<file path="config.mk">
export PLATFORM = sky130hd
export DESIGN_NAME = data_router_flat
export DESIGN_NICKNAME = d
export VERILOG_FILES = /design/src/mem_map_pkg.sv /design/src/bus_pkg.sv /design/src/data_bus_if.sv /design/src/data_router.sv /design/src/flat_wrapper.sv
export SDC_FILE = /design/constraint.sdc
export NUM_CORES = 1
export LEC_CHECK = 0
export ABC_AREA = 1
export BUFFER_PORTS_ARGS = -buffer_cell sky130_fd_sc_hd__buf_2
export CELL_PAD_IN_SITES_DETAIL_PLACEMENT = 0
export CELL_PAD_IN_SITES_GLOBAL_PLACEMENT = 1
export CORE_AREA = 4 4 120 122
export DETAILED_ROUTE_END_ITERATION = 6
export DIE_AREA = 0 0 124 126
export HOLD_SLACK_MARGIN = 0.06
export PLACE_DENSITY_LB_ADDON = 0.1
export REMOVE_ABC_BUFFERS = 1
export SLEW_MARGIN = 20
export SYNTH_ARGS = -nofsm -noshare
export SYNTH_HDL_FRONTEND = slang
export SYNTH_SLANG_ARGS = --single-unit
</file>
<file path="constraint.sdc">
create_clock -name IO_CLK -period 1.5 [get_ports IO_CLK]
set_input_delay 0.075 -clock IO_CLK [delete_from_list [all_inputs] [get_ports IO_CLK]]
set_output_delay 0.075 -clock IO_CLK [all_outputs]
set_load 0.03 [all_outputs]
</file>
<file path="src/mem_map_pkg.sv">
// memory map of the bus fabric
// address ranges, bus widths and the LED register location
`default_nettype none

package mem_map_pkg;

  // bus widths
  localparam int unsigned ADDR_W = 32;
  localparam int unsigned DATA_W = 32;
  // one enable per byte lane
  localparam int unsigned BE_W = DATA_W / 8;

  // flash below this address, on-chip RAM at and above
  localparam logic [ADDR_W-1:0] RAM_OFFSET = 32'h0000_D000;

  // default RAM size only
  // the top level parameter sets the depth in use
  localparam int unsigned RAM_SIZE_BYTES = 8 * 1024;

  // LED register shares the first RAM word
  localparam logic [ADDR_W-1:0] LED_ADDR = RAM_OFFSET;

endpackage

`default_nettype wire

</file>
<file path="src/bus_pkg.sv">
// bus types of the fabric
// word types, flash arbiter states and access kinds
`default_nettype none

package bus_pkg;

  // byte address, data word and byte enables
  typedef logic [mem_map_pkg::ADDR_W-1:0] addr_t;
  typedef logic [mem_map_pkg::DATA_W-1:0] word_t;
  typedef logic [mem_map_pkg::BE_W-1:0]   be_t;

  // flash arbiter states
  typedef enum logic [1:0] {
    FLASH_IDLE       = 2'b00,
    FLASH_INSTR_READ = 2'b01,
    FLASH_DATA_READ  = 2'b10,
    FLASH_DATA_WRITE = 2'b11
  } flash_state_e;

  // kind of a data-side access
  typedef enum logic {
    ACC_READ  = 1'b0,
    ACC_WRITE = 1'b1
  } access_e;

endpackage

`default_nettype wire

</file>
<file path="src/data_bus_if.sv">
// data-side request/response channel
// req/gnt handshake with one rvalid pulse per grant
`default_nettype none

interface data_bus_if;
  import bus_pkg::*;

  // request, held with payload until gnt
  logic    req;
  access_e kind;
  addr_t   addr;
  be_t     be;
  word_t   wdata;

  // grant and response
  logic    gnt;
  logic    rvalid;
  word_t   rdata;

  // router side
  modport requester (
    output req, kind, addr, be, wdata,
    input  gnt, rvalid, rdata
  );

  // flash arbiter and RAM side
  modport responder (
    input  req, kind, addr, be, wdata,
    output gnt, rvalid, rdata
  );

endinterface

`default_nettype wire

</file>
<file path="src/data_router.sv">
// data port router
// splits core data requests between flash and RAM by address and
// merges the two responses back onto the core port
`default_nettype none

module data_router (
  input  logic             IO_CLK,
  input  logic             IO_RST_N,
  // core data port
  input  logic             data_req_i,
  input  logic             data_we_i,
  input  bus_pkg::be_t     data_be_i,
  input  bus_pkg::addr_t   data_addr_i,
  input  bus_pkg::word_t   data_wdata_i,
  output logic             data_gnt_o,
  output logic             data_rvalid_o,
  output bus_pkg::word_t   data_rdata_o,
  // the two sides
  data_bus_if.requester    flash_dbus,
  data_bus_if.requester    ram_dbus
);
  import mem_map_pkg::*;
  import bus_pkg::*;

  logic    is_ram;
  logic    busy_q;
  access_e kind;

  assign is_ram = (data_addr_i >= RAM_OFFSET);
  assign kind   = data_we_i ? ACC_WRITE : ACC_READ;

  // new requests wait while a flash data access is in flight
  assign flash_dbus.req = data_req_i && !is_ram && !busy_q;
  assign ram_dbus.req   = data_req_i && is_ram && !busy_q;

  // same payload to both, only one sees req
  assign flash_dbus.kind  = kind;
  assign flash_dbus.addr  = data_addr_i;
  assign flash_dbus.be    = data_be_i;
  assign flash_dbus.wdata = data_wdata_i;
  assign ram_dbus.kind    = kind;
  assign ram_dbus.addr    = data_addr_i;
  assign ram_dbus.be      = data_be_i;
  assign ram_dbus.wdata   = data_wdata_i;

  // set on flash grant, cleared by its rvalid
  always_ff @(posedge IO_CLK or negedge IO_RST_N) begin
    if (!IO_RST_N) begin
      busy_q <= 1'b0;
    end else if (flash_dbus.gnt) begin
      busy_q <= 1'b1;
    end else if (flash_dbus.rvalid) begin
      busy_q <= 1'b0;
    end
  end

  // merge back, sides never pulse together
  assign data_gnt_o    = !busy_q && (flash_dbus.gnt || ram_dbus.gnt);
  assign data_rvalid_o = flash_dbus.rvalid || ram_dbus.rvalid;
  assign data_rdata_o  = ram_dbus.rvalid ? ram_dbus.rdata : flash_dbus.rdata;

endmodule

`default_nettype wire

</file>
<file path="src/flat_wrapper.sv">
// flat-port wrapper written by rule: the top's interface ports become plain ports
module data_router_flat import mem_map_pkg::*; import bus_pkg::*;
  (IO_CLK, IO_RST_N, data_req_i, data_we_i, data_be_i, data_addr_i, data_wdata_i, data_gnt_o, data_rvalid_o, data_rdata_o, flash_dbus_req, flash_dbus_kind, flash_dbus_addr, flash_dbus_be, flash_dbus_wdata, flash_dbus_gnt, flash_dbus_rvalid, flash_dbus_rdata, ram_dbus_req, ram_dbus_kind, ram_dbus_addr, ram_dbus_be, ram_dbus_wdata, ram_dbus_gnt, ram_dbus_rvalid, ram_dbus_rdata);
  data_bus_if flash_dbus_i ();
  data_bus_if ram_dbus_i ();
  input  logic IO_CLK;
  input  logic IO_RST_N;
  input  logic data_req_i;
  input  logic data_we_i;
  input  bus_pkg::be_t data_be_i;
  input  bus_pkg::addr_t data_addr_i;
  input  bus_pkg::word_t data_wdata_i;
  output logic data_gnt_o;
  output logic data_rvalid_o;
  output bus_pkg::word_t data_rdata_o;
  output wire logic [$bits(flash_dbus_i.req)-1:0] flash_dbus_req;
  output wire logic [$bits(flash_dbus_i.kind)-1:0] flash_dbus_kind;
  output wire logic [$bits(flash_dbus_i.addr)-1:0] flash_dbus_addr;
  output wire logic [$bits(flash_dbus_i.be)-1:0] flash_dbus_be;
  output wire logic [$bits(flash_dbus_i.wdata)-1:0] flash_dbus_wdata;
  input wire logic [$bits(flash_dbus_i.gnt)-1:0] flash_dbus_gnt;
  input wire logic [$bits(flash_dbus_i.rvalid)-1:0] flash_dbus_rvalid;
  input wire logic [$bits(flash_dbus_i.rdata)-1:0] flash_dbus_rdata;
  output wire logic [$bits(ram_dbus_i.req)-1:0] ram_dbus_req;
  output wire logic [$bits(ram_dbus_i.kind)-1:0] ram_dbus_kind;
  output wire logic [$bits(ram_dbus_i.addr)-1:0] ram_dbus_addr;
  output wire logic [$bits(ram_dbus_i.be)-1:0] ram_dbus_be;
  output wire logic [$bits(ram_dbus_i.wdata)-1:0] ram_dbus_wdata;
  input wire logic [$bits(ram_dbus_i.gnt)-1:0] ram_dbus_gnt;
  input wire logic [$bits(ram_dbus_i.rvalid)-1:0] ram_dbus_rvalid;
  input wire logic [$bits(ram_dbus_i.rdata)-1:0] ram_dbus_rdata;
  assign flash_dbus_req = flash_dbus_i.req;
  assign flash_dbus_kind = flash_dbus_i.kind;
  assign flash_dbus_addr = flash_dbus_i.addr;
  assign flash_dbus_be = flash_dbus_i.be;
  assign flash_dbus_wdata = flash_dbus_i.wdata;
  assign flash_dbus_i.gnt = flash_dbus_gnt;
  assign flash_dbus_i.rvalid = flash_dbus_rvalid;
  assign flash_dbus_i.rdata = flash_dbus_rdata;
  assign ram_dbus_req = ram_dbus_i.req;
  assign ram_dbus_kind = ram_dbus_i.kind;
  assign ram_dbus_addr = ram_dbus_i.addr;
  assign ram_dbus_be = ram_dbus_i.be;
  assign ram_dbus_wdata = ram_dbus_i.wdata;
  assign ram_dbus_i.gnt = ram_dbus_gnt;
  assign ram_dbus_i.rvalid = ram_dbus_rvalid;
  assign ram_dbus_i.rdata = ram_dbus_rdata;
  data_router u_core (.IO_CLK(IO_CLK), .IO_RST_N(IO_RST_N), .data_req_i(data_req_i), .data_we_i(data_we_i), .data_be_i(data_be_i), .data_addr_i(data_addr_i), .data_wdata_i(data_wdata_i), .data_gnt_o(data_gnt_o), .data_rvalid_o(data_rvalid_o), .data_rdata_o(data_rdata_o), .flash_dbus(flash_dbus_i), .ram_dbus(ram_dbus_i));
endmodule
</file>
After elaboration in Yosys (flattened, before gate mapping) --
Index checks and enable logic that the tools add are counted.
Operators by class: $lt $le $gt $ge 1, mux-type cells 4, reductions and logical operators 10
Operators with widths (number):
- 32-bit by 16-bit >= comparator with 1-bit output, second input constant | 1
- 32-bit 2-to-1 mux | 1
- 1-bit logical AND | 5
- 1-bit 2-to-1 mux | 3
- 1-bit logical NOT | 2
- 1-bit logical OR | 2
- 2-bit nonzero test | 1
Storage, ports and cells: register bits after elaboration 1, bits of input ports 140, output and inout bits 174

Longest topological paths before layout --
depth after elaboration 4, mapped depth 6

Worst setup path after synthesis --
No wires, ideal clock.
path kind reg-to-output, start register u_core.busy_q, end output flash_dbus_req, arrival time 0.892 ns, required time 1.425 ns, path slack 0.533 ns, cell stages (with the launch flop) 4, cell sequence dfrtp_1 inv_1 nand2_1 nor2_1
On the way: cells in the longest elaborated chain, start to end 2
Ends and longest elaborated chain:
- start: declaration | line data_router.sv:26 | logic busy_q;
- start signal: assignment | line data_router.sv:49 | busy_q <= 1'b0;
- start signal: assignment | line data_router.sv:51 | busy_q <= 1'b1;
- start signal: assignment | line data_router.sv:53 | busy_q <= 1'b0;
- 1-bit logical NOT | line data_router.sv:33 | assign flash_dbus.req = data_req_i && !is_ram && !busy_q;
- 1-bit logical AND | line data_router.sv:33
- end: declaration | line flat_wrapper.sv:16 | output wire logic [$bits(flash_dbus_i.req)-1:0] flash_dbus_req;
Every way passes these cells.

Worst setup path after layout --
start input ram_dbus_rvalid, end output data_rdata_o[19]
On the way: cells in the longest elaborated chain, start to end 1
Ends and longest elaborated chain:
- start: declaration | line flat_wrapper.sv:30 | input wire logic [$bits(ram_dbus_i.rvalid)-1:0] ram_dbus_rvalid;
- 32-bit 2-to-1 mux | line data_router.sv:60 | assign data_rdata_o = ram_dbus.rvalid ? ram_dbus.rdata : flash_dbus.rdata;
- end: declaration | line flat_wrapper.sv:15 | output bus_pkg::word_t data_rdata_o;
Every way passes these cells.

==> results.ini <==
[outcome]
status = finished clean

[sta]
worst-slew-pin-transition_ps = 396
fin_ws_ps = 319
final_total_negative_setup_slack_ps = 0
finalHoldViolCount = 0
timing.final.max_slew_violations = 0
worst_hold_slack_ps = 150
report.final.setup_viol = 0
min_period_ps = 1180
clock_skew_ps = 0
post_route_fraction_of_the_period_consumed_by_the_critical_path = 0.787
max_clock_freq_mhz = 847
rsz0062_at_grt = no
maxSlewHeadroom = 0.736

[setup_path]
startpoint_to_endpoint_class_of_the_critical_path = primary input to output pin
timing.critical_path.from_type = primary input
crit_chain = buf_2 -> buf_4 -> nand2_1 -> nand2_1 -> buf_2
critPathMaxStageDelay_ps = 340
cp_max_fo = 18
slowest_stage = buf_2
timing.critical_path.depth = 5
worst_r2r_path_depth = 2
critPathRequiredTime_ps = 1420
critPathBufInv = 3
critical_path.top_delay_family = buffers and inverters
data_arrival_time_of_the_critical_path_ps = 1110
critPathCaptureType = output pin

[pwr]
cellPowerDensity_nw_per_um2 = 428
ir_drop_mv = 0.124
power_leakage_nw = 1.04

[global_route]
antenna_found_initial = 1
grt_first_pass_wirelength_um = 14800
maximum_number_of_pins_on_one_net_before_global_route_repair = 33
gr-total-overflow = 0
grt_util_all_layers = 0.138
grt_pass1_vias = 1688

[floorplan]
chipWidth_um = 124
standard_cell_core_area_um2 = 13200
io-pin-count = 314
floorplan.die_area_um2 = 15600
rows = 42
initial_utilization = 0.124
die_h_um = 126

[clock_tree]
clk_latency_ps = 0
cts-resized-gates = 0
cts_hold_buffers = 1
post-cts-setup-buffer-count = 0

[synthesis]
synth_seq_area_share = 0.0152
synth_area_leaders = buf_4 (64%), nand2_1 (22%), buf_6 (3.4%)
ys_top_cells_by_count = buf_4 (139), nand2_1 (96), nor2_1 (13), nand2_2 (7), buf_6 (5)
yosys_register_bits = 1
mappedNetlistArea_um2 = 1640
yosys.area.top_type_share = 0.636
synth_largest_area_cell = buf_4
synth.lib_cells_used.distinct = 12
postSynth.asyncResetShare = 1.00
synthCells = 270
yosysWarnings = 0
mapped_avg_cell_area_um2 = 6.08
synth.most_common_cell = buf_4
ys.flop_type = dfrtp_1
synth_edf_count = 0

[final_layout]
drive_above_1_share = 0.601
largest-register = u_core.busy_q
largest_register_ff_count = 1
areaGrowthSynthToFinish_pct = -2.67
layout.cells.non_filler = 470
largest_registers = u_core.busy_q x1
nets = 435

[detailed_routing]
route.detailed.drc = 0
routed_wire_length_per_instance_um = 25.4
route.final.wire_length_um = 11900
vias = 1693
drtPass1Iterations = 3
avgViaCountPerCell = 3.60
detail_route.iter0.violations = 76
detail-route-antenna-nets = 0

[placed_design]
dpl.hpwl_um = 10600
detailedPlace.worstSlack_ps = 276
number_of_placed_cells_counting_well_taps = 468
finalWeightedCongestion = 0.750
portBuffers = 166

[worst_hold_path]
hold_path_class = primary input to output pin
worst_hold_depth = 0

[flow_run]
maxCapViolCount = 0

## metal layers
| layer | vias up | track usage | part of all wire |
|---|---|---|---|
| met5 | - | 0.122 | 0.019 |
| met4 | 8 | 0.00322 | 0.0035 |
| met3 | 10 | 0.182 | 0.30 |
| met2 | 323 | 0.194 | 0.38 |
| met1 | 639 | 0.122 | 0.29 |
| li1 | 713 | - | - |
## area by class of cell
class                   count  area, um^2
diodes                      1        2.50
flip-flops and latches      1        25.0
inverters                   4        22.5
multi-input cells         120         479
repair buffers            168         848
fillers                  1601       11600
well taps                 176         220
## final timing paths
check / slack (ps) / startpoint / endpoint
worst max-delay path: 320 / ram_dbus_rvalid / data_rdata_o[19]
worst min-delay path: 150 / data_wdata_i[13] / flash_dbus_wdata[13]
worst max register to register: 880 / u_core.busy_q / u_core.busy_q
worst min register to register: 540 / u_core.busy_q / u_core.busy_q
max in group asynchronous: 1030 / IO_RST_N / u_core.busy_q
min in group asynchronous: 380 / IO_RST_N / u_core.busy_q
## stage by stage
| step | area, um^2 | utilization | total power [mW] |
|---|---|---|---|
| 4_1_cts | 1600 | 0.121 | 0.695 |
| 2_1_floorplan | 527 | - | 0.272 |
| 5_1_grt | 1600 | 0.121 | 0.738 |
| 3_5_place_dp | 1590 | 0.120 | 0.691 |
| 6_report | 1600 | 0.121 | 0.684 |
| 3_3_place_gp | 1590 | 0.120 | 0.701 |
## placed cells by master, fill, tap and decap left out
master         instances
nand2_1               96
nand3_1                1
nor2_1                13
dlygate4sd3_1          1
inv_8                  1
nand2_2                7
diode_2                1
dfrtp_1                1
inv_1                  3
buf_2                166
o21bai_1               2
or2_2                  1
buf_4                  1
## worst register-to-register path, delay by kind of cell (launching register included)
kind | cells | cell delay, ps
compound gates | 1 | 60
buf+inv | 1 | 70
flops | 1 | 360
## report_power, final
part / internal (mW) / total, mW / switching, mW
clock: 0.0000000891 / 0.0000000891 / 0
combinational: 0.212 / 0.654 / 0.442
sequential: 0.0293 / 0.0303 / 0.000959
total: 0.241 / 0.684 / 0.443
## cells by family after synthesis
| kind of cell | count (synthesis) | share of synthesized area |
|---|---|---|
| flops | 1 | 0.0152 |
| buf+inv | 149 | 0.693 |
| compound gates | 2 | 0.00914 |
| simple gates | 118 | 0.283 |
Power figures use the tool's default switching activity.
