**config.mk**
```make
export PLATFORM = sky130hd
export DESIGN_NAME = flash_arbiter_flat
export DESIGN_NICKNAME = d
export VERILOG_FILES = /design/src/mem_map_pkg.sv /design/src/bus_pkg.sv /design/src/data_bus_if.sv /design/src/flash_arbiter.sv /design/src/flat_wrapper.sv
export SDC_FILE = /design/constraint.sdc
export NUM_CORES = 1
export LEC_CHECK = 0
export ABC_AREA = 1
export BUFFER_PORTS_ARGS = -buffer_cell sky130_fd_sc_hd__buf_2
export CORE_UTILIZATION = 30
export CTS_BUF_LIST = sky130_fd_sc_hd__clkbuf_16
export DETAILED_ROUTE_END_ITERATION = 8
export PLACE_DENSITY = 0.54
export SLEW_MARGIN = 20
export SYNTH_ARGS = -nofsm -noshare
export SYNTH_HDL_FRONTEND = slang
export SYNTH_SLANG_ARGS = --single-unit
```
**constraint.sdc**
```tcl
create_clock -name IO_CLK -period 5.1 [get_ports IO_CLK]
set_input_delay 0.51 -clock IO_CLK [delete_from_list [all_inputs] [get_ports IO_CLK]]
set_output_delay 0.51 -clock IO_CLK [all_outputs]
set_load 0.01 [all_outputs]
```
**src/mem_map_pkg.sv**
```systemverilog
// memory map of the bus fabric
// address ranges, bus widths and the LED register location
`default_nettype none

package mem_map_pkg;

  // bus widths
  localparam int unsigned ADDR_W = 32;
  localparam int unsigned DATA_W = 32;
  // one enable per byte lane
  localparam int unsigned BE_W = DATA_W / 8;

  // flash below this address, on-chip RAM at and above
  localparam logic [ADDR_W-1:0] RAM_OFFSET = 32'h0000_D000;

  // default RAM size only
  // the top level parameter sets the depth in use
  localparam int unsigned RAM_SIZE_BYTES = 8 * 1024;

  // LED register shares the first RAM word
  localparam logic [ADDR_W-1:0] LED_ADDR = RAM_OFFSET;

endpackage

`default_nettype wire

```
**src/bus_pkg.sv**
```systemverilog
// bus types of the fabric
// word types, flash arbiter states and access kinds
`default_nettype none

package bus_pkg;

  // byte address, data word and byte enables
  typedef logic [mem_map_pkg::ADDR_W-1:0] addr_t;
  typedef logic [mem_map_pkg::DATA_W-1:0] word_t;
  typedef logic [mem_map_pkg::BE_W-1:0]   be_t;

  // flash arbiter states
  typedef enum logic [1:0] {
    FLASH_IDLE       = 2'b00,
    FLASH_INSTR_READ = 2'b01,
    FLASH_DATA_READ  = 2'b10,
    FLASH_DATA_WRITE = 2'b11
  } flash_state_e;

  // kind of a data-side access
  typedef enum logic {
    ACC_READ  = 1'b0,
    ACC_WRITE = 1'b1
  } access_e;

endpackage

`default_nettype wire

```
**src/data_bus_if.sv**
```systemverilog
// data-side request/response channel
// req/gnt handshake with one rvalid pulse per grant
`default_nettype none

interface data_bus_if;
  import bus_pkg::*;

  // request, held with payload until gnt
  logic    req;
  access_e kind;
  addr_t   addr;
  be_t     be;
  word_t   wdata;

  // grant and response
  logic    gnt;
  logic    rvalid;
  word_t   rdata;

  // router side
  modport requester (
    output req, kind, addr, be, wdata,
    input  gnt, rvalid, rdata
  );

  // flash arbiter and RAM side
  modport responder (
    input  req, kind, addr, be, wdata,
    output gnt, rvalid, rdata
  );

endinterface

`default_nettype wire

```
**src/flash_arbiter.sv**
```systemverilog
// flash arbiter
// serializes instruction and data accesses onto the external flash,
// instructions first, with byte order swapped both ways
`default_nettype none

module flash_arbiter (
  input  logic           IO_CLK,
  input  logic           IO_RST_N,
  // instruction port, reads only
  input  logic           instr_req_i,
  input  bus_pkg::addr_t instr_addr_i,
  output logic           instr_gnt_o,
  output logic           instr_rvalid_o,
  output bus_pkg::word_t instr_rdata_o,
  // data accesses below the RAM offset
  data_bus_if.responder  dbus,
  // external flash
  output logic           flash_read_o,
  output logic           flash_write_o,
  output bus_pkg::addr_t flash_addr_o,
  output bus_pkg::be_t   flash_be_o,
  output bus_pkg::word_t flash_wdata_o,
  input  bus_pkg::word_t flash_rdata_i,
  input  logic           flash_rvalid_i,
  input  logic           flash_wait_i
);
  import mem_map_pkg::*;
  import bus_pkg::*;

  flash_state_e state_q;
  logic         take_instr;
  logic         take_data;
  word_t        rdata_swapped;

  // reverse the byte lanes of a word
  function automatic word_t byte_swap(input word_t w);
    word_t s;
    for (int i = 0; i < BE_W; i++) begin
      s[i*8 +: 8] = w[(BE_W-1-i)*8 +: 8];
    end
    return s;
  endfunction

  // only taken from idle, instruction wins a tie
  assign take_instr = (state_q == FLASH_IDLE) && instr_req_i;
  assign take_data  = (state_q == FLASH_IDLE) && !instr_req_i && dbus.req;

  assign rdata_swapped = byte_swap(flash_rdata_i);

  always_ff @(posedge IO_CLK or negedge IO_RST_N) begin
    if (!IO_RST_N) begin
      state_q        <= FLASH_IDLE;
      instr_gnt_o    <= 1'b0;
      instr_rvalid_o <= 1'b0;
      dbus.gnt       <= 1'b0;
      dbus.rvalid    <= 1'b0;
      flash_read_o   <= 1'b0;
      flash_write_o  <= 1'b0;
    end else begin
      // grants and responses are single-cycle pulses
      instr_gnt_o    <= 1'b0;
      instr_rvalid_o <= 1'b0;
      dbus.gnt       <= 1'b0;
      dbus.rvalid    <= 1'b0;
      case (state_q)
        FLASH_IDLE: begin
          if (take_instr) begin
            state_q      <= FLASH_INSTR_READ;
            instr_gnt_o  <= 1'b1;
            flash_read_o <= 1'b1;
          end else if (take_data) begin
            state_q       <= (dbus.kind == ACC_WRITE) ? FLASH_DATA_WRITE : FLASH_DATA_READ;
            dbus.gnt      <= 1'b1;
            flash_read_o  <= (dbus.kind == ACC_READ);
            flash_write_o <= (dbus.kind == ACC_WRITE);
          end
        end
        FLASH_INSTR_READ: begin
          // strobe held until flash accepts
          if (flash_read_o && !flash_wait_i) begin
            flash_read_o <= 1'b0;
          end
          if (flash_rvalid_i) begin
            instr_rvalid_o <= 1'b1;
            state_q        <= FLASH_IDLE;
          end
        end
        FLASH_DATA_READ: begin
          if (flash_read_o && !flash_wait_i) begin
            flash_read_o <= 1'b0;
          end
          if (flash_rvalid_i) begin
            dbus.rvalid <= 1'b1;
            state_q     <= FLASH_IDLE;
          end
        end
        FLASH_DATA_WRITE: begin
          // a write completes at acceptance
          if (!flash_wait_i) begin
            flash_write_o <= 1'b0;
            dbus.rvalid   <= 1'b1;
            state_q       <= FLASH_IDLE;
          end
        end
        default: begin
          state_q <= FLASH_IDLE;
        end
      endcase
    end
  end

  // flash payload, loaded with the strobe
  always_ff @(posedge IO_CLK) begin
    if (take_instr) begin
      flash_addr_o <= instr_addr_i >> 2;
      flash_be_o   <= '1;
    end else if (take_data) begin
      flash_addr_o  <= dbus.addr >> 2;
      flash_be_o    <= dbus.be;
      flash_wdata_o <= byte_swap(dbus.wdata);
    end
    // read data back to the port that asked
    if (flash_rvalid_i && state_q == FLASH_INSTR_READ) begin
      instr_rdata_o <= rdata_swapped;
    end
    if (flash_rvalid_i && state_q == FLASH_DATA_READ) begin
      dbus.rdata <= rdata_swapped;
    end
  end

endmodule

`default_nettype wire

```
**src/flat_wrapper.sv**
```systemverilog
// flat-port wrapper written by rule: the top's interface ports become plain ports
module flash_arbiter_flat import mem_map_pkg::*; import bus_pkg::*;
  (IO_CLK, IO_RST_N, instr_req_i, instr_addr_i, instr_gnt_o, instr_rvalid_o, instr_rdata_o, flash_read_o, flash_write_o, flash_addr_o, flash_be_o, flash_wdata_o, flash_rdata_i, flash_rvalid_i, flash_wait_i, dbus_req, dbus_kind, dbus_addr, dbus_be, dbus_wdata, dbus_gnt, dbus_rvalid, dbus_rdata);
  data_bus_if dbus_i ();
  input  logic IO_CLK;
  input  logic IO_RST_N;
  input  logic instr_req_i;
  input  bus_pkg::addr_t instr_addr_i;
  output logic instr_gnt_o;
  output logic instr_rvalid_o;
  output bus_pkg::word_t instr_rdata_o;
  output logic flash_read_o;
  output logic flash_write_o;
  output bus_pkg::addr_t flash_addr_o;
  output bus_pkg::be_t flash_be_o;
  output bus_pkg::word_t flash_wdata_o;
  input  bus_pkg::word_t flash_rdata_i;
  input  logic flash_rvalid_i;
  input  logic flash_wait_i;
  input wire logic [$bits(dbus_i.req)-1:0] dbus_req;
  input wire logic [$bits(dbus_i.kind)-1:0] dbus_kind;
  input wire logic [$bits(dbus_i.addr)-1:0] dbus_addr;
  input wire logic [$bits(dbus_i.be)-1:0] dbus_be;
  input wire logic [$bits(dbus_i.wdata)-1:0] dbus_wdata;
  output wire logic [$bits(dbus_i.gnt)-1:0] dbus_gnt;
  output wire logic [$bits(dbus_i.rvalid)-1:0] dbus_rvalid;
  output wire logic [$bits(dbus_i.rdata)-1:0] dbus_rdata;
  assign dbus_i.req = dbus_req;
  assign dbus_i.kind = dbus_kind;
  assign dbus_i.addr = dbus_addr;
  assign dbus_i.be = dbus_be;
  assign dbus_i.wdata = dbus_wdata;
  assign dbus_gnt = dbus_i.gnt;
  assign dbus_rvalid = dbus_i.rvalid;
  assign dbus_rdata = dbus_i.rdata;
  flash_arbiter u_core (.IO_CLK(IO_CLK), .IO_RST_N(IO_RST_N), .instr_req_i(instr_req_i), .instr_addr_i(instr_addr_i), .instr_gnt_o(instr_gnt_o), .instr_rvalid_o(instr_rvalid_o), .instr_rdata_o(instr_rdata_o), .dbus(dbus_i), .flash_read_o(flash_read_o), .flash_write_o(flash_write_o), .flash_addr_o(flash_addr_o), .flash_be_o(flash_be_o), .flash_wdata_o(flash_wdata_o), .flash_rdata_i(flash_rdata_i), .flash_rvalid_i(flash_rvalid_i), .flash_wait_i(flash_wait_i));
endmodule
```
Word level (Yosys, flattened, before mapping)
Cells that the tools add are included.
{"block": "op_classes", "n_eq_ne": 9, "n_mux": 25, "n_bitwise": 2, "n_reduce_logical": 17}
{"cell": "2-to-1 mux 30 bit", "n": 2}
{"cell": "2-to-1 mux 1 bit", "n": 15}
{"cell": "2-to-1 mux 2 bit", "n": 4}
{"cell": "logical AND 1 bit", "n": 6}
{"cell": "!= test 2 x 1 -> 1 bit, second input constant", "n": 3}
{"cell": "one-hot mux 1 bit (2 select lines)", "n": 3}
{"cell": "one-hot mux 2 bit (3 select lines)", "n": 1}
{"cell": "AND reduction 3 bit", "n": 2}
{"cell": "nonzero test 2 bit", "n": 3}
{"cell": "equality test 2 bit, second input constant", "n": 2}
{"cell": "!= test 2 bit, second input constant", "n": 2}
{"cell": "AND reduction 4 bit", "n": 1}
{"cell": "!= test 3 x 1 -> 1 bit, second input constant", "n": 1}
{"cell": "equality test 2 x 1 -> 1 bit, second input constant", "n": 1}
{"cell": "zero test 1 bit", "n": 2}
{"cell": "zero test 2 bit", "n": 1}
{"cell": "inverter 1 bit", "n": 2}
{"cell": "AND reduction 2 bit", "n": 1}
{"cell": "OR reduction 2 bit", "n": 1}
{"block": "totals", "reg_bits": 138, "in_bits": 139, "word_cells": 65}

Logic depth before layout (Yosys ltp)
Gate-level depths: netlist (run 1).
{"block": "logic_depth", "word_depth": 6, "mapped_depth": 10, "depth_no_buf": 9}

Worst setup path before layout (run 1)
No wires, ideal clock.
{"block": "synth_timing", "path_kind": "reg2reg", "from": "reg u_core.state_q[0]", "to": "reg u_core.flash_addr_o[0], enable pin", "setup_ns": 0.387, "arrival_ns": 2.200, "path_slack_ns": 2.513, "stages_incl_launch_ff": 8, "synth_period_minus_slack_ns": 2.587, "path_cell_list": "dfrtp_1 > inv_1 > ha_1 > buf_6 > nand2_2 > nor2_4 > inv_2 > nand2_1"}
{"block": "synth_via", "elab_chain_cells": 4, "elab_cells_between_ends": 5}
{"item": "from (decl)", "line": "flash_arbiter.sv:30", "source": "flash_state_e state_q;"}
{"item": "from (signal assigned)", "line": "flash_arbiter.sv:72", "source": "state_q <= (dbus.kind == ACC_WRITE) ? FLASH_DATA_WRITE : FLASH_DATA_READ;"}
{"item": "zero test 2 bit *", "line": "flash_arbiter.sv:45, flash_arbiter.sv:46"}
{"item": "logical AND 1 bit (2 in a row)", "line": "flash_arbiter.sv:46", "source": "assign take_data = (state_q == FLASH_IDLE) && !instr_req_i && dbus.req;"}
{"item": "nonzero test 2 bit (no line) *"}
{"item": "to (signal assigned)", "line": "flash_arbiter.sv:115", "source": "flash_addr_o <= instr_addr_i >> 2;"}
{"item": "to (signal assigned)", "line": "flash_arbiter.sv:118", "source": "flash_addr_o <= dbus.addr >> 2;"}
{"item": "to (decl)", "line": "flash_arbiter.sv:20", "source": "output bus_pkg::addr_t flash_addr_o,"}
Mark *: on every way between the ends. The rest lies on a longest branch, timed or not.
A chain may end at the register's enable or synchronous reset.

Final worst setup path (run 1)
{"block": "layout_timing", "from": "reg u_core.state_q[0]", "to": "reg u_core.flash_addr_o[27], enable pin"}
Same word-level chain as after synthesis.

==> flow_metrics.tcl, run 1 <==
set metrics [dict create \
    final_common_cell "buf_2" \
    rsz0062_at_grt "false" \
    antenna_found_initial 0 \
    die_h_microns 129.2 \
    die_x_microns 129.2 \
    cp_data_arrival_time_ns 2.76 \
    cts.sinks 138 \
    ys_seq_area_share_pct 83.71 \
    io-pin-count 277 \
    leakagePower_nw 3.193 \
    required_ns 5.15 \
    avgViaCountPerCell 4.044 \
    crit_type "reg2reg" \
    startpoint_type "flip-flop" \
    synth_top_area_cell "edfxtp_1" \
    ys_ff_latch 138 \
    cts_tree "done" \
    fin_setup_tns_ns 0 \
    drc 0 \
    critPathMaxFanout 37 \
    synth_cell_types 19 \
    wl_met3_mm 1.001 \
    power_density_nw_per_um2 505.8 \
    detail-route-antenna-nets 0 \
    firstDrtPassIters 4 \
    grt_overflow 0 \
    reg2reg_from "u_core.state_q[0]" \
    endpoint_kind "flip-flop" \
    vias 3328 \
    routedWlPerCell_microns 13.55 \
    cts-root-buf "clkbuf_16" \
    grt_pass1_wl_mm 16.24 \
    clk_pin_slew_ns 0.06 \
    final_util_pct 44.06 \
    final-seq-area_sq_um 4064 \
    hold_violations 0 \
    synthMuxAreaShare_pct 0 \
    drt-initial-drc-count 118 \
    yosysTopAreaCellShare_pct 77.94 \
    cts-htree-levels 4 \
    synth.area.top_cells "edfxtp_1 (78%), nand2_1 (8.7%), dfrtp_1 (4.1%), dfxtp_1 (1.6%), nand2_2 (1.3%)" \
    timing.fmax_ghz 0.3701 \
    cp-startpoint "u_core.state_q[0]" \
    mostFrequentLayoutCells "buf_2 (270), edfxtp_1 (126), nand2_1 (112)" \
    grt_usage_pct 13.23 \
    io_buffers 270 \
    relSlewSlack_pct 35.31 \
    synthAdderAreaFrac_pct 1.031 \
    rows 46 \
    hold_ws_ns 0.2762 \
    cap_violations 0 \
    initial_core_util_pct 30.67 \
    syn_area_sq_um 4855 \
    drive_above_1_share_pct 52.22 \
    postSynthAreaPerCell_sq_um 15.71 \
    multiInputGateArea_sq_um 640.6 \
    period_needed_ns 2.702 \
    dpl.hpwl_mm 8.154 \
    dieArea_sq_um 16700 \
    hp-class "in2reg" \
    clock_latency_ns 0.41 \
    status "finished clean" \
    first_global_vias 3185 \
    area_delta_synth_final_pct 43.63 \
    grt_max_degree 38 \
    synth_compound_area_share_pct 0.1031 \
    wl_met2_mm 5.702 \
    synth_top_family_by_area "simple AND/OR/NAND/NOR gates" \
    nFillCells 1523 \
    antennaDiodeCount 0 \
    yosysWarningCount 0 \
    wl_mm 11.15 \
    clockBufferDepth 2 \
    routabilityCongestion 0.8071 \
    vdd_drop_max_mv 0.1916 \
    synthCells 309 \
    drt-met1-wl_mm 4.278 \
    core_area_sq_um 15830 \
    synth_xor_area_share_pct 0 \
    finalCritPeriodShare_pct 52.98 \
    min_from "dbus_wdata[8]" \
    yosys.area_share.simple_pct 11.91 \
    slew_viol_final 0 \
    worst_pin_slew_ns 0.9681 \
    top_layer "met4" \
    fin_nets 737 \
    cts-buffers-inserted 17 \
    finalSetupViolCount 0 \
    skew_ns 0.005554 \
]
[kinds of logic after synthesis]
group                    after synthesis
AO/OA/AOI/OAI                          1
AND/OR/NAND/NOR                      140
other                                  1
flip-flops                           138
adder cells (fa/ha/maj)                4
buffers and inverters                 25
[where the power goes]
part	switching (W)	leakage (nW)	internal, W	total [W]
clock network	0.000472	0.270	0.000670	0.00114
registers	0.0000612	1.31	0.00154	0.00160
logic	0.000516	1.62	0.000270	0.000786
[cell usage after synthesis, drive strengths merged]
| cell | number |
|---|---|
| edfxtp | 126 |
| nand2 | 123 |
| inv | 16 |
| buf | 9 |
| nor2 | 9 |
| dfrtp | 8 |
| nand3 | 7 |
| dfxtp | 4 |
| ha | 4 |
| conb | 1 |
| nand3b | 1 |
| o21ai | 1 |
[state kept, by name, indices dropped and copies added (netlist names)]
register	flops
u_core.flash_be_o	4
u_core.flash_write_o	1
u_core.dbus.rvalid	1
u_core.state_q	2
u_core.flash_wdata_o	32
u_core.instr_rvalid_o	1
u_core.dbus.rdata	32
u_core.flash_read_o	1
u_core.instr_gnt_o	1
u_core.dbus.gnt	1
u_core.flash_addr_o	30
u_core.instr_rdata_o	32
[metrics by stage]
step | power, W | setup slack (ns) | cell area, sq um | std cells
floorplan | 0.002100 | 2.513 | 4858 | 310
global placement | 0.002411 | 2.448 | 6411 | 790
detailed placement | 0.002430 | 2.372 | 6411 | 790
CTS | 0.003582 | 2.361 | 6973 | 823
global route | 0.003719 | 2.146 | 6973 | 823
finish | 0.003527 | 2.398 | 6973 | 823
[per-layer routing]
layer,vias to the layer above,GRT usage (%)
li1,1625,-
met2,169,23.40
met4,0,5.882
met3,11,4.996
met1,1523,14.01
met5,-,0
[repair_timing]
item | in CTS | in global routing
endpoints found under the hold margin | 8 | 0
hold buffers | 1 | 0
setup buffers | 0 | 0
resized for setup | 0 | 0
[worst max-delay path: stages, from the launching register on]
cell     delay, ns
dfrtp_1       0.41
inv_1         0.09
ha_1          0.33
nand2_2       0.13
nor2_4        0.74
inv_2         0.15
nand2_1       0.10
buf_4         0.37
[path summary, 6_finish.rpt]
kind / endpoint / slack, ns / depth (start not counted)
hold / removal: u_core.flash_wdata_o[16] / 0.28 / 1
setup / recovery: u_core.flash_addr_o[27] / 2.40 / 7
max in group asynchronous: u_core.state_q[0] / 4.44 / 2
hold reg to reg: u_core.flash_be_o[3] / 0.46 / 2
setup reg to reg: u_core.flash_addr_o[27] / 2.40 / 7
min in group asynchronous: u_core.flash_read_o / 0.48 / 2
[layout make-up]
cell class / instances / area share, %
well taps: 216 / 3.876
inverters: 16 / 0.8972
flip-flops and latches: 138 / 58.28
repair buffers: 274 / 19.85
clock inverters: 15 / 1.812
clock buffers: 17 / 6.101
multi-input cells: 147 / 9.187
No activity file was read; power rests on OpenSTA's default activity.
==> run 2: changes to the inputs <==
--- a/config.mk
+++ b/config.mk
@@ -10,7 +10,7 @@
 export CORE_UTILIZATION = 30
 export CTS_BUF_LIST = sky130_fd_sc_hd__clkbuf_16
 export DETAILED_ROUTE_END_ITERATION = 8
-export PLACE_DENSITY = 0.54
+export PLACE_DENSITY = 0.56
 export SLEW_MARGIN = 20
 export SYNTH_ARGS = -nofsm -noshare
 export SYNTH_HDL_FRONTEND = slang
==> constraint.sdc (replaced) <==
create_clock -name IO_CLK -period 2.35 [get_ports IO_CLK]
set_input_delay 0.235 -clock IO_CLK [delete_from_list [all_inputs] [get_ports IO_CLK]]
set_output_delay 0.235 -clock IO_CLK [all_outputs]
set_load 0.01 [all_outputs]
==> run 2 against run 1 <==
Clock-buffer cell count unchanged; register-to-register slack worse by 1.9 ns; via count rose by 9.6%; critical endpoint is now u_core.flash_addr_o[10]; largest cell class unchanged; largest power group unchanged.
==> flow_metrics.tcl, run 2 (synthesis gave the netlist of run 1 again) <==
set metrics [dict create \
    status "finished clean" \
    finalSetupViolCount 0 \
    grt_max_degree 38 \
    die_h_microns 129.2 \
    cts_tree "done" \
    hold_depth 1 \
    dpl.hpwl_mm 8.719 \
    rows 46 \
    drive_above_1_share_pct 47.92 \
    period_needed_ns 1.886 \
    largestRegisters "u_core.dbus.rdata (32), u_core.flash_wdata_o (32), u_core.instr_rdata_o (32)" \
    rsz0062_at_grt "false" \
    path_delay_family "simple AND/OR/NAND/NOR gates" \
    cp_data_arrival_time_ns 2.00 \
    fin_nets 802 \
    routabilityCongestion 0.7957 \
    hold_ws_ns 0.02281 \
    fin_setup_tns_ns 0 \
    cap_violations 0 \
    mostFrequentLayoutCells "buf_2 (270), edfxtp_1 (126), nand2_1 (111)" \
    endpoint_kind "flip-flop" \
    power_density_nw_per_um2 1032 \
    finalCritPeriodShare_pct 80.27 \
    initial_core_util_pct 30.67 \
    placed_cell_area_sq_um 6441 \
    slowest_delay_ns 0.41 \
    drt-initial-drc-count 126 \
    rrSetupSlack_ns 0.46 \
    grt_overflow 0 \
    io-pin-count 277 \
    io_buffers 270 \
    clockBufferDepth 2 \
    core_area_sq_um 15830 \
    cts-buffers-inserted 17 \
    min_to "u_core.dbus.rdata[31]" \
    antenna_found_initial 0 \
    required_ns 2.46 \
    die_x_microns 129.2 \
    min_from "flash_rdata_i[7]" \
    cts-root-buf "clkbuf_16" \
    antennaDiodeCount 0 \
    startpoint_type "flip-flop" \
    skew_ns 0.003934 \
    leakagePower_nw 3.480 \
    area_delta_synth_final_pct 57.76 \
    final_common_cell "buf_2" \
    routedWlPerCell_microns 14.06 \
    vdd_drop_max_mv 0.4479 \
    cts-resized-gates 0 \
    cts-htree-levels 4 \
    clk_pin_slew_ns 0.06 \
    reg2reg_from "u_core.state_q[0]" \
    slew_viol_final 0 \
    vias 3647 \
    cts.sinks 138 \
    crit_slowest_cell "dfrtp_1" \
    crit_type "reg2reg" \
    drc 0 \
    path_buf_inv 2 \
    grt_usage_pct 14.61 \
    avgViaCountPerCell 4.107 \
    firstDrtPassIters 4 \
    dieArea_sq_um 16700 \
    hold_violations 0 \
    first_global_vias 3533 \
    final_cell_area_sq_um 7659 \
    clock_latency_ns 0.41 \
    detail-route-antenna-nets 0 \
    crit_cells 5 \
    grt_pass1_wl_mm 17.68 \
    timing.fmax_ghz 0.5301 \
    critPathMaxFanout 37 \
    cp_cell_sequence "inv_1 > ha_1 > nand2_4 > nand2_2 > buf_12" \
    timing.rr.end "u_core.flash_addr_o[10]" \
    wl_mm 12.48 \
    reg2reg_depth 5 \
    hp-class "in2reg" \
]
==> run 2: worst max-delay path by stage <==
stage | startpoint | end
5_1_grt | u_core.state_q[0] | u_core.flash_addr_o[15]
4_1_cts | u_core.state_q[0] | u_core.flash_addr_o[3]
3_5_place_dp | u_core.state_q[0] | u_core.flash_addr_o[21]
2_1_floorplan | u_core.state_q[0] | u_core.flash_addr_o[0]
6_report | u_core.state_q[0] | u_core.flash_addr_o[10]
3_3_place_gp | u_core.state_q[0] | u_core.flash_addr_o[17]
==> run 2: through the flow <==
stage	total power [W]	worst slack (ns)	util [%]	instances
global placement	0.005278	0.5055	40.70	792
detailed placement	0.005315	0.4547	40.70	792
CTS	0.008003	0.4382	48.13	884
finish	0.007901	0.4636	48.39	888
global route	0.008323	0.2441	48.39	888
floorplan	0.004558	0.02891	-	310
==> run 2: worst register-to-register path: cells and delay by family, from the launching register on <==
| family | cells | cell delay (ns) |
|---|---|---|
| AND/OR/NAND/NOR | 2 | 0.50 |
| adder cells (fa/ha/maj) | 1 | 0.34 |
| flip-flops | 1 | 0.41 |
| buffers and inverters | 2 | 0.30 |
==> run 2: area by class of cell <==
cell class                      count  area, sq um
Fill cell                        1420         8169
Sequential cell                   138         4064
Timing Repair Buffer              339         2042
Multi-Input combinational cell    147        643.1
Clock buffer                       17        425.4
Tap cell                          216        270.3
Clock inverter                     15        151.4
Inverter                           16        62.56
==> run 2: power by group <==
group	switching [W]	total, W	internal, W	leakage, nW
clock network	0.00109	0.00258	0.00149	0.280
registers	0.000136	0.00347	0.00333	1.31
logic	0.00117	0.00185	0.000684	1.89
total	0.00239	0.00790	0.00551	3.48
==> run 2: routing by layer <==
layer	global-route usage [%]	vias to the layer above	part of all wire (%)
li1	-	1760	-
met1	15.13	1677	39
met2	25.33	192	50
met3	6.235	18	9.4
met4	7.266	0	2.2
met5	0	-	0
==> run 2: timing repair <==
action	in CTS	in global routing
hold buffers	60	4
setup buffers	0	0
endpoints found under the hold margin	94	6
==> run 3: changes to the inputs <==
--- a/config.mk
+++ b/config.mk
@@ -5,7 +5,7 @@
 export SDC_FILE = /design/constraint.sdc
 export NUM_CORES = 1
 export LEC_CHECK = 0
-export ABC_AREA = 1
+export ABC_AREA = 0
 export BUFFER_PORTS_ARGS = -buffer_cell sky130_fd_sc_hd__buf_2
 export CORE_UTILIZATION = 30
 export CTS_BUF_LIST = sky130_fd_sc_hd__clkbuf_16
==> constraint.sdc (replaced) <==
create_clock -name IO_CLK -period 1.7 [get_ports IO_CLK]
set_input_delay 0.17 -clock IO_CLK [delete_from_list [all_inputs] [get_ports IO_CLK]]
set_output_delay 0.17 -clock IO_CLK [all_outputs]
set_load 0.01 [all_outputs]
==> run 3 against run 2 <==
Hold slack improved by 0.023 ns; final cell count shrank 8.8%; die area grew 0.33%; total power up 40%; worst setup slack got worse by 0.39 ns; critical path type unchanged; largest cell class unchanged.
==> flow_metrics.tcl, run 3 <==
set metrics [dict create \
    synth_top_family_by_area "multiplexers" \
    largestRegisters "u_core.dbus.rdata (32), u_core.flash_wdata_o (32), u_core.instr_rdata_o (32)" \
    vdd_drop_max_mv 0.6914 \
    synthArstFlopShare_pct 5.797 \
    hold_depth 2 \
    path_buf_inv 1 \
    dieArea_sq_um 16750 \
    slew_viol_final 0 \
    cts-buffers-inserted 17 \
    finalWorstSetupSlack_ns 0.07824 \
    post-place-ws_ns -0.03272 \
    switchingPower_w 0.003116 \
    area_delta_synth_final_pct 62.45 \
    antennaDiodeCount 0 \
    clockBufferDepth 2 \
    skew_ns 0.008452 \
    routabilityCongestion 0.7240 \
    timing.fmax_ghz 0.6166 \
    synth_top_flop_cell "edfxtp_1" \
    final_common_cell "buf_2" \
    ys_seq_area_share_pct 83.43 \
    ys_top_cells_by_count "edfxtp_1 (126), mux2_4 (25), dfrtp_1 (8)" \
    final_cells 810 \
    crit_type "reg2reg" \
    vias 3344 \
    required_ns 1.79 \
    cts-root-buf "clkbuf_16" \
    synth.area.top_cells "edfxtp_1 (78%), mux2_4 (7.7%), dfrtp_1 (4.1%), dfxtp_1 (1.6%), mux2_2 (1.2%)" \
    die_h_microns 129.4 \
    reg2reg_depth 4 \
    initial_core_util_pct 30.66 \
    core_area_sq_um 15890 \
    postSynthAreaPerCell_sq_um 22.14 \
    grt_usage_pct 14.53 \
    synth_compound_area_share_pct 1.644 \
    syn_area_sq_um 4871 \
    cap_violations 0 \
    cts_tree "done" \
    wl_mm 12.83 \
    final_cell_area_sq_um 7913 \
    final_util_pct 49.81 \
    period_needed_ns 1.622 \
    routedWlPerCell_microns 15.84 \
    yosys.area_share.simple_pct 2.363 \
    synth_cell_types 31 \
    synth_xor_area_share_pct 0 \
    first_global_vias 3283 \
    fin_nets 724 \
    yosysWarningCount 0 \
    antenna_found_initial 1 \
    combPwrFrac_pct 23.3 \
    drive_above_1_share_pct 58.59 \
    synth_edf_count 126 \
    io_buffers 270 \
    clk_pin_slew_ns 0.06 \
    drc 0 \
    ys_ff_latch 138 \
    swShare_pct 28.16 \
    path_delay_family "simple AND/OR/NAND/NOR gates" \
    cts-htree-levels 4 \
    endpoint_kind "flip-flop" \
    fin_setup_tns_ns 0 \
    synthMuxAreaShare_pct 9.684 \
    placed_cell_area_sq_um 6523 \
    power_density_nw_per_um2 1398 \
    firstDrtPassIters 4 \
    finalCritPeriodShare_pct 95.40 \
    synthCells 220 \
    mostFrequentLayoutCells "buf_2 (270), edfxtp_1 (126), dlygate4sd3_1 (69)" \
    hp-class "in2reg" \
    critPathMaxFanout 15 \
    synth_top_area_cell "edfxtp_1" \
    grt_pass1_wl_mm 17.41 \
    clock_latency_ns 0.42 \
    dpl.hpwl_mm 8.476 \
    finalSetupViolCount 0 \
    seq_power_share_pct 42.2 \
    grt_max_degree 38 \
    cp_data_arrival_time_ns 1.71 \
    avgViaCountPerCell 4.128 \
    leakagePower_nw 3.433 \
    die_x_microns 129.4 \
    yosysMostFrequentCell "edfxtp_1" \
    drt-initial-drc-count 151 \
    io-pin-count 277 \
    slowest_delay_ns 0.43 \
    crit_slowest_cell "dfrtp_1" \
    cp_cell_sequence "inv_2 > ha_4 > and3b_2 > or2_4" \
    grt_overflow 0 \
    p_clk_share_pct 34.5 \
    hold_violations 0 \
    cts.sinks 138 \
    startpoint_type "flip-flop" \
    status "finished clean" \
    rsz0062_at_grt "false" \
    detail-route-antenna-nets 0 \
    yosysTopAreaCellShare_pct 77.68 \
    p_int_w 0.007950 \
    synthAdderAreaFrac_pct 1.027 \
    rows 46 \
    dpl.cell_count 705 \
    crit_cells 4 \
]
-- run 3: cell families (layout without fill, tap and decap cells) --
logic type,count (synthesis),count (layout)
buffers and inverters,13,385
and+or+nand+nor,19,20
DFF,138,138
muxes,34,34
AOI/OAI and AO/OA,11,11
adders and majority gates,4,4
other,1,2
-- run 3: per-layer routing --
| metal | part of all wire (%) | track usage (%) | up-vias | wire length (microns) |
|---|---|---|---|---|
| li1 | - | - | 1577 | - |
| met1 | 38 | 14.88 | 1564 | 4856 |
| met2 | 51 | 26.09 | 186 | 6575 |
| met3 | 9.5 | 6.111 | 15 | 1223 |
| met4 | 1.3 | 5.951 | 2 | 162 |
| met5 | 0.078 | 0 | - | 10 |
-- run 3: path summary, 6_finish.rpt --
check	from	to	slack (ns)
setup reg to reg	u_core.state_q[0]	u_core.flash_addr_o[3]	0.08
setup / recovery	u_core.state_q[0]	u_core.flash_addr_o[3]	0.08
hold / removal	dbus_req	u_core.flash_read_o	0.05
max in group asynchronous	IO_RST_N	u_core.flash_read_o	1.37
min in group asynchronous	IO_RST_N	u_core.state_q[0]	0.14
hold reg to reg	u_core.flash_be_o[1]	u_core.flash_be_o[1]	0.48
-- run 3: timing repair --
action                                 4_1_cts  5_1_grt
setup endpoints to repair                   30       39
setup buffers                                0        1
hold buffers                                69        0
gates resized for setup                      1        2
cloned                                       1        2
endpoints found under the hold margin      108        0
pin swaps                                    1        0
-- run 3: stage by stage --
stage               hold slack, ns  power [W]
finish                     0.04566    0.01107
global route               0.02586    0.01158
CTS                        0.02040    0.01112
detailed placement         0.03479   0.007112
global placement           0.02905   0.007040
floorplan                  -0.1256   0.006086
-- run 3: power groups by stage --
| stage | registers (W) | clock network (W) | logic (W) |
|---|---|---|---|
| after floorplan | 0.00506 | 0 | 0.00103 |
| after global placement | 0.00473 | 0 | 0.00231 |
| after detailed placement | 0.00474 | 0 | 0.00237 |
| after CTS | 0.00468 | 0.00392 | 0.00252 |
| after global routing | 0.00473 | 0.00407 | 0.00279 |
| final | 0.00467 | 0.00382 | 0.00258 |
-- run 3: layout make-up --
class / instances / area, sq um
Clock buffer: 17 / 425.4
Clock inverter: 15 / 198.9
Fill cell: 1390 / 7973
Inverter: 7 / 26.28
Multi-Input combinational cell: 71 / 753.2
Sequential cell: 138 / 4064
Tap cell: 216 / 270.3
Timing Repair Buffer: 346 / 2175
